**config.mk**
```make
export PLATFORM = sky130hd
export DESIGN_NAME = executeUnit
export DESIGN_NICKNAME = d
export VERILOG_FILES = /design/src/source/isaPkg.sv /design/src/source/execPkg.sv /design/src/source/executeUnit.sv /design/src/source/resultStage.sv /design/src/source/branchResolver.sv /design/src/source/aluCore.sv /design/src/source/opDecoder.sv
export VERILOG_INCLUDE_DIRS = /design/src /design/src/include
export SDC_FILE = /design/constraint.sdc
export NUM_CORES = 2
export LEC_CHECK = 0
export ABC_AREA = 1
export BUFFER_PORTS_ARGS = -buffer_cell sky130_fd_sc_hd__buf_2
export CAP_MARGIN = 20
export CORE_ASPECT_RATIO = 1.5
export CORE_UTILIZATION = 30
export CTS_CLUSTER_DIAMETER = 200
export DETAILED_ROUTE_END_ITERATION = 12
export PLACE_DENSITY = 0.59
export RECOVER_POWER = 100
export SLEW_MARGIN = 20
export SYNTH_ARGS = -nofsm -noshare
export SYNTH_HDL_FRONTEND = slang
export SYNTH_HIERARCHICAL = 1
export SYNTH_SLANG_ARGS = --single-unit
```
**constraint.sdc**
```tcl
create_clock -name clk -period 3.9 [get_ports clk]
set_input_delay 0.195 -clock clk [delete_from_list [all_inputs] [get_ports clk]]
set_output_delay 0.195 -clock clk [all_outputs]
set_load 0.005 [all_outputs]
```
**src/include/execute_defs.svh**
```systemverilog
// Widths, flag bit positions and the flags reset value of the execute unit
// Included by both packages and by every RTL file that sizes a signal
`ifndef EXECUTE_DEFS_SVH
`define EXECUTE_DEFS_SVH

// Datapath widths
`define DATA_WIDTH        64
`define RIP_WIDTH         64
`define OPCODE_WIDTH      8
`define EXT_OPCODE_WIDTH  3
`define REG_CODE_WIDTH    4
`define INSTR_LEN_WIDTH   4

// Bit positions inside RFLAGS
`define FLAG_CF  0
`define FLAG_PF  2
`define FLAG_ZF  6
`define FLAG_SF  7
`define FLAG_OF  11

// Reserved bit 1 always reads as one
`define FLAGS_RESET  64'h2

`endif
```
**src/source/isaPkg.sv**
```systemverilog
// Instruction set encodings of the execute unit: opcodes, group extensions,
// ALU operation classes and Jcc conditions
package isaPkg;
	`include "execute_defs.svh"

	// Kept one-byte opcodes; ranges are given by their first and last value
	typedef enum logic [`OPCODE_WIDTH-1:0] {
		opAddRm = 8'h01, opAddMr = 8'h03, opAddAi = 8'h05,
		opOrRm = 8'h09, opOrMr = 8'h0B, opOrAi = 8'h0D,
		opAdcRm = 8'h11, opAdcMr = 8'h13, opAdcAi = 8'h15,
		opSbbRm = 8'h19, opSbbMr = 8'h1B, opSbbAi = 8'h1D,
		opAndRm = 8'h21, opAndMr = 8'h23, opAndAi = 8'h25,
		opSubRm = 8'h29, opSubMr = 8'h2B, opSubAi = 8'h2D,
		opXorRm = 8'h31, opXorMr = 8'h33, opXorAi = 8'h35,
		opCmpRm = 8'h39, opCmpMr = 8'h3B, opCmpAi = 8'h3D,
		opJccFirst = 8'h70, opJccLast = 8'h7F,
		opGrp1Iv = 8'h81, opGrp1Ib = 8'h83,
		opMovRm = 8'h89, opMovMr = 8'h8B, opNop = 8'h90,
		opMovRiFirst = 8'hB8, opMovRiLast = 8'hBF,
		opRet = 8'hC3, opMovImm = 8'hC7, opRetFar = 8'hCB, opIret = 8'hCF,
		opGrp3 = 8'hF7, opGrp5 = 8'hFF
	} opcodeT;

	// ModRM reg field of 81/83, same order as opcode bits 5:3 of the ALU rows
	typedef enum logic [`EXT_OPCODE_WIDTH-1:0] {
		extAdd, extOr, extAdc, extSbb, extAnd, extSub, extXor, extCmp
	} groupExtT;

	typedef enum logic [3:0] {
		aluPassB, aluAdd, aluAdc, aluSub, aluSbb, aluAnd,
		aluOr, aluXor, aluNot, aluNeg, aluInc, aluDec
	} aluOpT;

	// Low nibble of 70..7F, odd codes negate the even one before them
	typedef enum logic [3:0] {
		condO, condNo, condB, condNb, condE, condNe, condBe, condA,
		condS, condNs, condP, condNp, condL, condGe, condLe, condG
	} condT;
endpackage

```
**src/source/execPkg.sv**
```systemverilog
// Records passed between the execute stages and across the unit's ports
// Decoded fields use the operation and condition types of isaPkg
package execPkg;
	`include "execute_defs.svh"

	typedef struct packed {
		logic [`RIP_WIDTH-1:0]        rip;
		logic [`OPCODE_WIDTH-1:0]     opcode;
		logic                         hasExt;
		logic [`EXT_OPCODE_WIDTH-1:0] extOpcode;
		logic [`INSTR_LEN_WIDTH-1:0]  instrLen;
		logic [`DATA_WIDTH-1:0]       operand1;
		logic [`DATA_WIDTH-1:0]       operand2;
		logic                         memSrc1;
		logic                         memSrc2;
		logic [`DATA_WIDTH-1:0]       memData;
		// Sign-extended before issue
		logic [`DATA_WIDTH-1:0]       imm;
		logic [`REG_CODE_WIDTH-1:0]   destReg;
		logic                         destRegValid;
	} execReqT;

	typedef struct packed {
		logic                         known;
		isaPkg::aluOpT                aluOp;
		logic                         writesFlags;
		logic                         keepsCarry;
		logic                         isJump;
		isaPkg::condT                 cond;
		logic                         isKill;
		logic [`DATA_WIDTH-1:0]       opA;
		logic [`DATA_WIDTH-1:0]       opB;
		logic [`RIP_WIDTH-1:0]        rip;
		logic [`INSTR_LEN_WIDTH-1:0]  instrLen;
		logic [`DATA_WIDTH-1:0]       imm;
		logic [`REG_CODE_WIDTH-1:0]   destReg;
		logic                         destRegValid;
	} decodedT;

	typedef struct packed {
		logic [`DATA_WIDTH-1:0] result;
		logic                   carry;
		logic                   overflow;
	} aluOutT;

	typedef struct packed {
		logic                       execOk;
		logic [`DATA_WIDTH-1:0]     result;
		logic [`REG_CODE_WIDTH-1:0] destReg;
		logic                       destRegValid;
		logic                       didJump;
		logic [`RIP_WIDTH-1:0]      jumpTarget;
		logic                       kill;
	} execResultT;
endpackage

```
**src/source/executeUnit.sv**
```systemverilog
// Top of the two-stage execute unit for the small x86-64 pipeline
// Issue is a one-cycle strobe; results appear two edges later unless stalled
`timescale 1ns/1ps
`include "execute_defs.svh"

module executeUnit (
	input  logic                clk,
	input  logic                rstN,
	input  logic                issue,
	input  execPkg::execReqT    req,
	input  logic                wbStall,
	output logic                execValid,
	output execPkg::execResultT execOut,
	output logic [63:0]         rflags
);
	import execPkg::*;

	decodedT               decoded;
	logic                  decValid;
	aluOutT                aluOut;
	logic                  taken;
	logic [`RIP_WIDTH-1:0] target;

	opDecoder decoder_i (
		.clk(clk), .rstN(rstN), .issue(issue), .wbStall(wbStall),
		.req(req), .decoded(decoded), .decValid(decValid)
	);

	// Carry for ADC and SBB comes from the committed flags
	aluCore alu_i (
		.decoded(decoded), .carryIn(rflags[`FLAG_CF]), .aluOut(aluOut)
	);

	branchResolver branch_i (
		.decoded(decoded), .rflags(rflags), .taken(taken), .target(target)
	);

	resultStage result_i (
		.clk(clk), .rstN(rstN), .wbStall(wbStall), .decoded(decoded),
		.decValid(decValid), .aluOut(aluOut), .taken(taken), .target(target),
		.execOut(execOut), .execValid(execValid), .rflags(rflags)
	);
endmodule

```
**src/source/resultStage.sv**
```systemverilog
// Second stage: derives ZF, SF and PF, owns RFLAGS and registers the output
// record; everything holds while writeback stalls
`timescale 1ns/1ps
`include "execute_defs.svh"

module resultStage (
	input  logic                  clk,
	input  logic                  rstN,
	input  logic                  wbStall,
	input  execPkg::decodedT      decoded,
	input  logic                  decValid,
	input  execPkg::aluOutT       aluOut,
	input  logic                  taken,
	input  logic [`RIP_WIDTH-1:0] target,
	output execPkg::execResultT   execOut,
	output logic                  execValid,
	output logic [63:0]           rflags
);
	import execPkg::*;

	logic        updateFlags;
	logic [63:0] nextFlags;

	assign updateFlags = decValid && decoded.known && decoded.writesFlags;

	always_comb begin
		nextFlags = rflags;
		nextFlags[`FLAG_ZF] = (aluOut.result == '0);
		nextFlags[`FLAG_SF] = aluOut.result[`DATA_WIDTH-1];
		// PF looks at the low byte only
		nextFlags[`FLAG_PF] = ~^aluOut.result[7:0];
		nextFlags[`FLAG_OF] = aluOut.overflow;
		if (!decoded.keepsCarry) begin
			nextFlags[`FLAG_CF] = aluOut.carry;
		end
	end

	always_ff @(posedge clk or negedge rstN) begin
		if (!rstN) begin
			rflags <= `FLAGS_RESET;
			execValid <= 1'b0;
			execOut <= '0;
		end else if (!wbStall) begin
			execValid <= decValid;
			if (updateFlags) begin
				rflags <= nextFlags;
			end
			execOut.execOk <= decValid && decoded.known;
			execOut.result <= aluOut.result;
			execOut.destReg <= decoded.destReg;
			execOut.destRegValid <= decoded.destRegValid;
			execOut.didJump <= decValid && taken;
			execOut.jumpTarget <= taken ? target : '0;
			execOut.kill <= decValid && decoded.isKill;
		end
	end

	// Decoder never marks a return as a jump
	assert property (@(posedge clk) disable iff (!rstN)
		!(execOut.didJump && execOut.kill));
endmodule

```
**src/source/branchResolver.sv**
```systemverilog
// Evaluates the Jcc short condition against RFLAGS and forms the target
// Combinational, read by resultStage in the execute cycle
`timescale 1ns/1ps
`include "execute_defs.svh"

module branchResolver (
	input  execPkg::decodedT      decoded,
	input  logic [63:0]           rflags,
	output logic                  taken,
	output logic [`RIP_WIDTH-1:0] target
);
	import isaPkg::*;

	logic baseCond;
	logic sfNeOf;

	assign sfNeOf = rflags[`FLAG_SF] ^ rflags[`FLAG_OF];

	// Condition of the even code of each pair
	always_comb begin
		case (decoded.cond)
			condO, condNo: baseCond = rflags[`FLAG_OF];
			condB, condNb: baseCond = rflags[`FLAG_CF];
			condE, condNe: baseCond = rflags[`FLAG_ZF];
			condBe, condA: baseCond = rflags[`FLAG_CF] | rflags[`FLAG_ZF];
			condS, condNs: baseCond = rflags[`FLAG_SF];
			condP, condNp: baseCond = rflags[`FLAG_PF];
			condL, condGe: baseCond = sfNeOf;
			condLe, condG: baseCond = rflags[`FLAG_ZF] | sfNeOf;
			default: baseCond = 1'b0;
		endcase
	end

	// Odd codes are the negation
	assign taken = decoded.isJump && (baseCond ^ decoded.cond[0]);

	// Relative to the next instruction
	assign target = decoded.rip
		+ {{(`RIP_WIDTH - `INSTR_LEN_WIDTH){1'b0}}, decoded.instrLen}
		+ decoded.imm;
endmodule

```
**src/source/aluCore.sv**
```systemverilog
// Arithmetic and logic of the execute cycle; combinational
// Produces the 64-bit result with x86 carry and overflow for resultStage
`timescale 1ns/1ps
`include "execute_defs.svh"

module aluCore (
	input  execPkg::decodedT decoded,
	input  logic             carryIn,
	output execPkg::aluOutT  aluOut
);
	import isaPkg::*;

	logic [`DATA_WIDTH-1:0] lhs;
	logic [`DATA_WIDTH-1:0] rhs;
	logic                   cin;
	logic                   subtract;
	logic                   arith;
	logic [`DATA_WIDTH:0]   wide;
	logic [`DATA_WIDTH-1:0] logicRes;
	logic                   lhsSign;
	logic                   rhsSign;
	logic                   resSign;

	// Operand shaping for the shared adder
	always_comb begin
		lhs = decoded.opA;
		rhs = decoded.opB;
		cin = 1'b0;
		subtract = 1'b0;
		arith = 1'b1;
		logicRes = '0;
		case (decoded.aluOp)
			aluAdd: subtract = 1'b0;
			aluAdc: cin = carryIn;
			aluSub: subtract = 1'b1;
			aluSbb: begin
				subtract = 1'b1;
				cin = carryIn;
			end
			// 0 - opA borrows exactly when opA is nonzero, which is CF of NEG
			aluNeg: begin
				lhs = '0;
				rhs = decoded.opA;
				subtract = 1'b1;
			end
			aluInc: rhs = `DATA_WIDTH'(1);
			aluDec: begin
				rhs = `DATA_WIDTH'(1);
				subtract = 1'b1;
			end
			default: begin
				arith = 1'b0;
				case (decoded.aluOp)
					aluAnd: logicRes = decoded.opA & decoded.opB;
					aluOr: logicRes = decoded.opA | decoded.opB;
					aluXor: logicRes = decoded.opA ^ decoded.opB;
					aluNot: logicRes = ~decoded.opA;
					default: logicRes = decoded.opB;
				endcase
			end
		endcase
	end

	// Top bit is the carry of a sum or the borrow of a difference
	always_comb begin
		if (subtract) begin
			wide = {1'b0, lhs} - {1'b0, rhs} - {{`DATA_WIDTH{1'b0}}, cin};
		end else begin
			wide = {1'b0, lhs} + {1'b0, rhs} + {{`DATA_WIDTH{1'b0}}, cin};
		end
	end

	assign lhsSign = lhs[`DATA_WIDTH-1];
	assign rhsSign = rhs[`DATA_WIDTH-1];
	assign resSign = wide[`DATA_WIDTH-1];

	always_comb begin
		aluOut.result = arith ? wide[`DATA_WIDTH-1:0] : logicRes;
		aluOut.carry = arith && wide[`DATA_WIDTH];
		if (!arith) begin
			aluOut.overflow = 1'b0;
		end else if (subtract) begin
			// Signs differ and the result left the sign of lhs
			aluOut.overflow = (lhsSign != rhsSign) && (resSign != lhsSign);
		end else begin
			aluOut.overflow = (lhsSign == rhsSign) && (resSign != lhsSign);
		end
	end
endmodule

```
**src/source/opDecoder.sv**
```systemverilog
// First stage: captures an issued instruction, selects its operands and
// decodes opcode plus ModRM extension into an operation class
`timescale 1ns/1ps

module opDecoder (
	input  logic             clk,
	input  logic             rstN,
	input  logic             issue,
	input  logic             wbStall,
	input  execPkg::execReqT req,
	output execPkg::decodedT decoded,
	output logic             decValid
);
	import isaPkg::*;
	import execPkg::*;

	opcodeT   op;
	groupExtT grp;
	logic     aluForm;
	logic     useImm;
	decodedT  nextDec;

	always_comb begin
		op = opcodeT'(req.opcode);
		// ALU rows carry the operation in opcode bits 5:3
		grp = groupExtT'(req.opcode[5:3]);
		aluForm = 1'b0;
		useImm = 1'b0;
		nextDec = '0;
		if (req.opcode inside {[opMovRiFirst:opMovRiLast]}) begin
			nextDec.known = 1'b1;
			useImm = 1'b1;
		end else if (req.opcode inside {[opJccFirst:opJccLast]}) begin
			nextDec.known = 1'b1;
			nextDec.isJump = 1'b1;
			nextDec.cond = condT'(req.opcode[3:0]);
		end else begin
			case (op)
				opNop, opMovRm, opMovMr: nextDec.known = 1'b1;
				opMovImm: begin
					nextDec.known = req.hasExt && (req.extOpcode == 3'd0);
					useImm = 1'b1;
				end
				opAddRm, opAddMr, opOrRm, opOrMr, opAdcRm, opAdcMr, opSbbRm, opSbbMr,
				opAndRm, opAndMr, opSubRm, opSubMr, opXorRm, opXorMr, opCmpRm, opCmpMr:
					aluForm = 1'b1;
				opAddAi, opOrAi, opAdcAi, opSbbAi, opAndAi, opSubAi, opXorAi, opCmpAi: begin
					aluForm = 1'b1;
					useImm = 1'b1;
				end
				opGrp1Iv, opGrp1Ib: begin
					aluForm = req.hasExt;
					grp = groupExtT'(req.extOpcode);
					useImm = 1'b1;
				end
				opGrp3: begin
					// F7 /2 is NOT and leaves the flags alone, /3 is NEG
					if (req.hasExt && req.extOpcode == 3'd2) begin
						nextDec.known = 1'b1;
						nextDec.aluOp = aluNot;
					end else if (req.hasExt && req.extOpcode == 3'd3) begin
						nextDec.known = 1'b1;
						nextDec.aluOp = aluNeg;
						nextDec.writesFlags = 1'b1;
					end
				end
				opGrp5: begin
					// FF /0 INC, /1 DEC, both preserve CF
					if (req.hasExt && req.extOpcode[2:1] == 2'b00) begin
						nextDec.known = 1'b1;
						nextDec.aluOp = req.extOpcode[0] ? aluDec : aluInc;
						nextDec.writesFlags = 1'b1;
						nextDec.keepsCarry = 1'b1;
					end
				end
				opRet, opRetFar, opIret: begin
					nextDec.known = 1'b1;
					nextDec.isKill = 1'b1;
				end
				default: nextDec.known = 1'b0;
			endcase
		end
		if (aluForm) begin
			nextDec.known = 1'b1;
			nextDec.writesFlags = 1'b1;
			case (grp)
				extAdd: nextDec.aluOp = aluAdd;
				extOr: nextDec.aluOp = aluOr;
				extAdc: nextDec.aluOp = aluAdc;
				extSbb: nextDec.aluOp = aluSbb;
				extAnd: nextDec.aluOp = aluAnd;
				extXor: nextDec.aluOp = aluXor;
				// CMP subtracts and only the flags are kept downstream
				extSub, extCmp: nextDec.aluOp = aluSub;
				default: nextDec.aluOp = aluPassB;
			endcase
		end
		nextDec.opA = req.memSrc1 ? req.memData : req.operand1;
		if (req.memSrc2) begin
			nextDec.opB = req.memData;
		end else begin
			nextDec.opB = useImm ? req.imm : req.operand2;
		end
		nextDec.rip = req.rip;
		nextDec.instrLen = req.instrLen;
		nextDec.imm = req.imm;
		nextDec.destReg = req.destReg;
		nextDec.destRegValid = req.destRegValid;
	end

	always_ff @(posedge clk or negedge rstN) begin
		if (!rstN) begin
			decValid <= 1'b0;
		end else if (!wbStall) begin
			decValid <= issue;
		end
	end

	always_ff @(posedge clk) begin
		if (!wbStall) begin
			decoded <= nextDec;
		end
	end

	// Single memory read port per instruction
	assert property (@(posedge clk) disable iff (!rstN)
		issue |-> !(req.memSrc1 && req.memSrc2));
endmodule

```
* Yosys cells after proc, flatten, opt, wreduce, memory -nomap -nowiden *
Memory sizes are Yosys's and may differ from the RTL's.
Cells that the tools add are included.
Widths: inputs -> output; s select.

cells by class
  add/subtract/negate cells = 6
  magnitude comparators = 4
  equality and inequality tests = 66
  muxes and demuxes = 39
  bitwise gates (word level) = 12
  reductions and logical operators = 42

operator list
  operator            count
  $mux 64             7
  $pmux 64 s4         1
  $pmux 64 s2         1
  $eq 8x6->1 const B  12
  $eq 8x8->1 const B  11
  $add 64x64->65      1
  $add 65x1->65       1
  $mux 65             1
  $sub 64x64->65      1
  $sub 65x1->65       1
  $add 64x4->64       1
  $add 64x64->64      1
  $and 64x64->64      1
  $logic_not 64->1    1
  $not 64->64         1
  $or 64x64->64       1
  $xor 64x64->64      1
  $eq 4x4->1 const B  12
  $eq 8x5->1 const B  6
  $eq 4x3->1 const B  8
  $reduce_or 2->1     13
  $eq 8x4->1 const B  3
  $reduce_or 24->1    1
  $eq 4x2->1 const B  4
  36 further kinds    78

word-level totals
  bits in registers = 421
  ROM bits = 24
  input port bits = 347
  memories kept = 1

memories
  memory           words  width  read ports  clocked after memory_dff  wr ports  line             RTL
  (no name shown)  8      3      1           0                         0         opDecoder.sv:86  case (grp)

* Depth between registers and ports, before layout *
  depth after elaboration = 10
  mapped depth = 31
  mapped depth without buffers = 31

* Modules after synthesis *
The synthesis kept the hierarchy.

by module, submodules not included
  module          instances  cells an instance  area each (um2)  sequential area each (um2)
  aluCore         1          3176               16758.6          0.0
  opDecoder       1          933                12175.4          8373.0
  branchResolver  1          1348               6754.0           0.0
  resultStage     1          732                6237.2           3553.4

* Least setup slack after synthesis *
Ideal clock, no wire load.

  kind = input to register
  start point = input wbStall
  end point = register, netlist name decoder_i/decoded[0]
  library setup time = 0.628 ns
  arrival = 5.561 ns
  data required time = 3.272 ns
  path slack = -2.289 ns
  stages = 1
  cell sequence = inv_1

RTL lines
  what                line               RTL
  start: declaration  executeUnit.sv:11  input logic wbStall,

No word-level cell between the ends.

==> flow_metrics.tcl <==
set metrics [dict create \
    post_drt_wl_per_cell_um 22.4 \
    routabilityCongestion 1.04 \
    slowest_stage "edfxtp_1" \
    violations "capacitance limit, slew limit, setup timing" \
    tritoncts "built" \
    hold_path.class "input pin to flop" \
    cp.required_ps 4500 \
    die-area_um2 141000 \
    cts.reportedPaths.clkPinSlew_ps 70 \
    fmax_mhz 224 \
    grt_max_degree 99 \
    skew_ps 36.5 \
    critPathMaxFanout 8 \
    slew_violations 467 \
    final-seq-area_um2 11900 \
    syn-cell-area_um2 41900 \
    syn_to_final_growth_pct 57.9 \
    drc 0 \
    grt-ovfl-total 0 \
    power_density_nw_per_um2 429 \
    syn_area_per_cell_um2 6.77 \
    critical_path_arrival_ps 5060 \
    vias 49200 \
    hold_viol_final 0 \
    seq_area_frac_synth_pct 28.4 \
    start_kind "flop" \
    grt_use_total_pct 30.5 \
    dp_hpwl_um 179000 \
    nets 8903 \
    start_util_pct 30.3 \
    tightest_slew_ps 2990 \
    antenna_found_initial 14 \
    fp.dieH_um 460 \
    p_leak_uw 0.0326 \
    irDropWorstVdd_mv 0.332 \
    path_class "flop to flop" \
    clockBufferDepth 3 \
    status "finished with violations" \
    grt_pass1_wl_um 314000 \
    n_fill_cell 13900 \
    ys.flop_type "edfxtp_1" \
    dr.pass1.iters 5 \
    via_per_inst 4.92 \
    min_period_over_period_pct 114 \
    cts.sinks 421 \
    crit_path_end_kind "flop" \
    placed_cells 9441 \
    rows 167 \
    routed_wl_um 225000 \
    slowest_delay_ps 440 \
    yosysUniqueCellTypes 62 \
    final_cell_mix "1656 x nand2_1, 1036 x buf_4, 1001 x inv_1, 338 x dlygate4sd3_1, 325 x ha_1" \
    setup_slack_ps -565 \
    drtAntennaViolNets 0 \
    synth_edf_count 278 \
    async_reset_ff_share_pct 34.0 \
    die_w_um 307 \
    final_cells 10000 \
    ios 548 \
    drive_above_1_share_pct 34.8 \
    cts-root-buf "clkbuf_16" \
    relSlewSlack_pct -99.0 \
    clk_latency_ps 670 \
    finalCriticalPeriod_ps 4460 \
    core_area_um2 138000 \
    rsz0062_at_grt "true" \
    setup_violations 32 \
    ys_warn_count 6 \
    drtIter0Drc 3232 \
    portBuffers 488 \
    path_common_cell "nand2_1" \
    multi_input_comb_area_um2 30300 \
    grt_pass1_vias 49100 \
    final_common_cell "nand2_1" \
    maxCapViolCount 8 \
    htree_levels 2 \
    syn_inst 6189 \
    synth-seq-cells 421 \
    cts_buffers 50 \
    dp_slack_ps -1360 \
]
-- worst max-delay path, delay by kind of cell (launching register included) --
family,cells,cell delay (ps)
AND/OR/NAND/NOR,21,2080
buffers and inverters,12,1360
flip-flops,1,440
adder cells (fa/ha/maj),2,470
-- cells in the mapped netlist, types with 66 or more instances --
cell | instances | area (um^2)
a21oi_1 | 308 | 1540
buf_4 | 71 | 533
clkbuf_1 | 66 | 248
dfrtp_1 | 143 | 3580
edfxtp_1 | 278 | 8350
ha_1 | 443 | 5540
inv_1 | 1132 | 4250
nand2_1 | 1829 | 6870
nand3_1 | 390 | 1950
nor2_1 | 537 | 2020
o21ai_0 | 270 | 1350
o22ai_1 | 78 | 488
-- metrics by stage --
stage | total power (uW) | utilization, % | area (um^2) | hold WS (ps) | TNS (ps)
3_5_place_dp | 19300 | 38.9 | 53800 | 189 | -28250
6_report | 28400 | 47.8 | 66200 | 24.6 | -4850
5_1_grt | 29800 | 47.8 | 66200 | 33.7 | -29820
2_1_floorplan | 11800 | - | 42100 | -101 | -217050
4_1_cts | 26000 | 44.5 | 61600 | 2.28 | -7750
3_3_place_gp | 19300 | 38.9 | 53800 | 182 | -29520
-- cell type report --
class / instances / share of cell area, %
antenna: 7 / 0.0265
clock buffer: 65 / 2.10
clock inverter: 29 / 0.529
inverter: 1162 / 6.67
multi-input combinational: 4452 / 45.7
sequential: 421 / 18.0
tap: 1859 / 3.51
timing repair buffer: 2017 / 23.4
-- state kept, by name, summed over array words and instances, names as in the netlist --
name and cells:
decoder_i/decValid 1, decoder_i/decoded 278, result_i/execOut 136, result_i/execValid 1, result_i/rflags 5
-- repair_timing --
| action | in CTS | in global routing |
|---|---|---|
| gates cloned | 5 | 5 |
| pin swaps | 72 | 282 |
| hold buffers | 338 | 0 |
| buffers inserted | 46 | 87 |
| resized for setup | 496 | 1116 |
| endpoints found under the hold margin | 366 | 0 |
| endpoints found under the setup margin | 57 | 60 |
-- report_power, final --
part	total (uW)	internal (uW)	switching, uW
sequential	5720	5380	345
clock	5090	2840	2250
combinational	17600	7550	10000
total	28400	15800	12600
-- path summary, 6_finish.rpt --
| kind | from | to | depth (start not counted) | slack (ps) |
|---|---|---|---|---|
| max | decoder_i/decoded[275] | result_i/rflags[6] | 35 | -560 |
| min | req[105] | decoder_i/decoded[173] | 3 | 20 |
| max reg2reg | decoder_i/decoded[275] | result_i/rflags[6] | 35 | -560 |
| min reg2reg | decoder_i/decoded[3] | result_i/execOut[69] | 2 | 440 |
| max in group asynchronous | rstN | result_i/execOut[76] | 3 | 230 |
| min in group asynchronous | rstN | result_i/execOut[45] | 2 | 1060 |
-- cell families (layout without fill, tap and decap cells) --
kind of cell    after synthesis  count (layout)  share of synthesized area [%]
compound gates              841             841                           11.4
xor+xnor                     42              42                          0.877
fa+ha+maj                   452             452                           13.7
buf+inv                    1373            3273                           13.7
flops                       421             421                           28.4
mux                          64              64                           1.72
other cells                   2              66                         0.0179
simple gates               2994            2994                           30.1
-- layer usage --
metal  share of wire (%)  GRT usage (%)  up-vias
met4                 8.1           20.5        2
met3                 4.9           3.39      600
li1                    -              -    23500
met2                  50           54.9     1851
met1                  37           33.5    23200
met5              0.0058              0        -
Power figures use the tool's default switching activity.
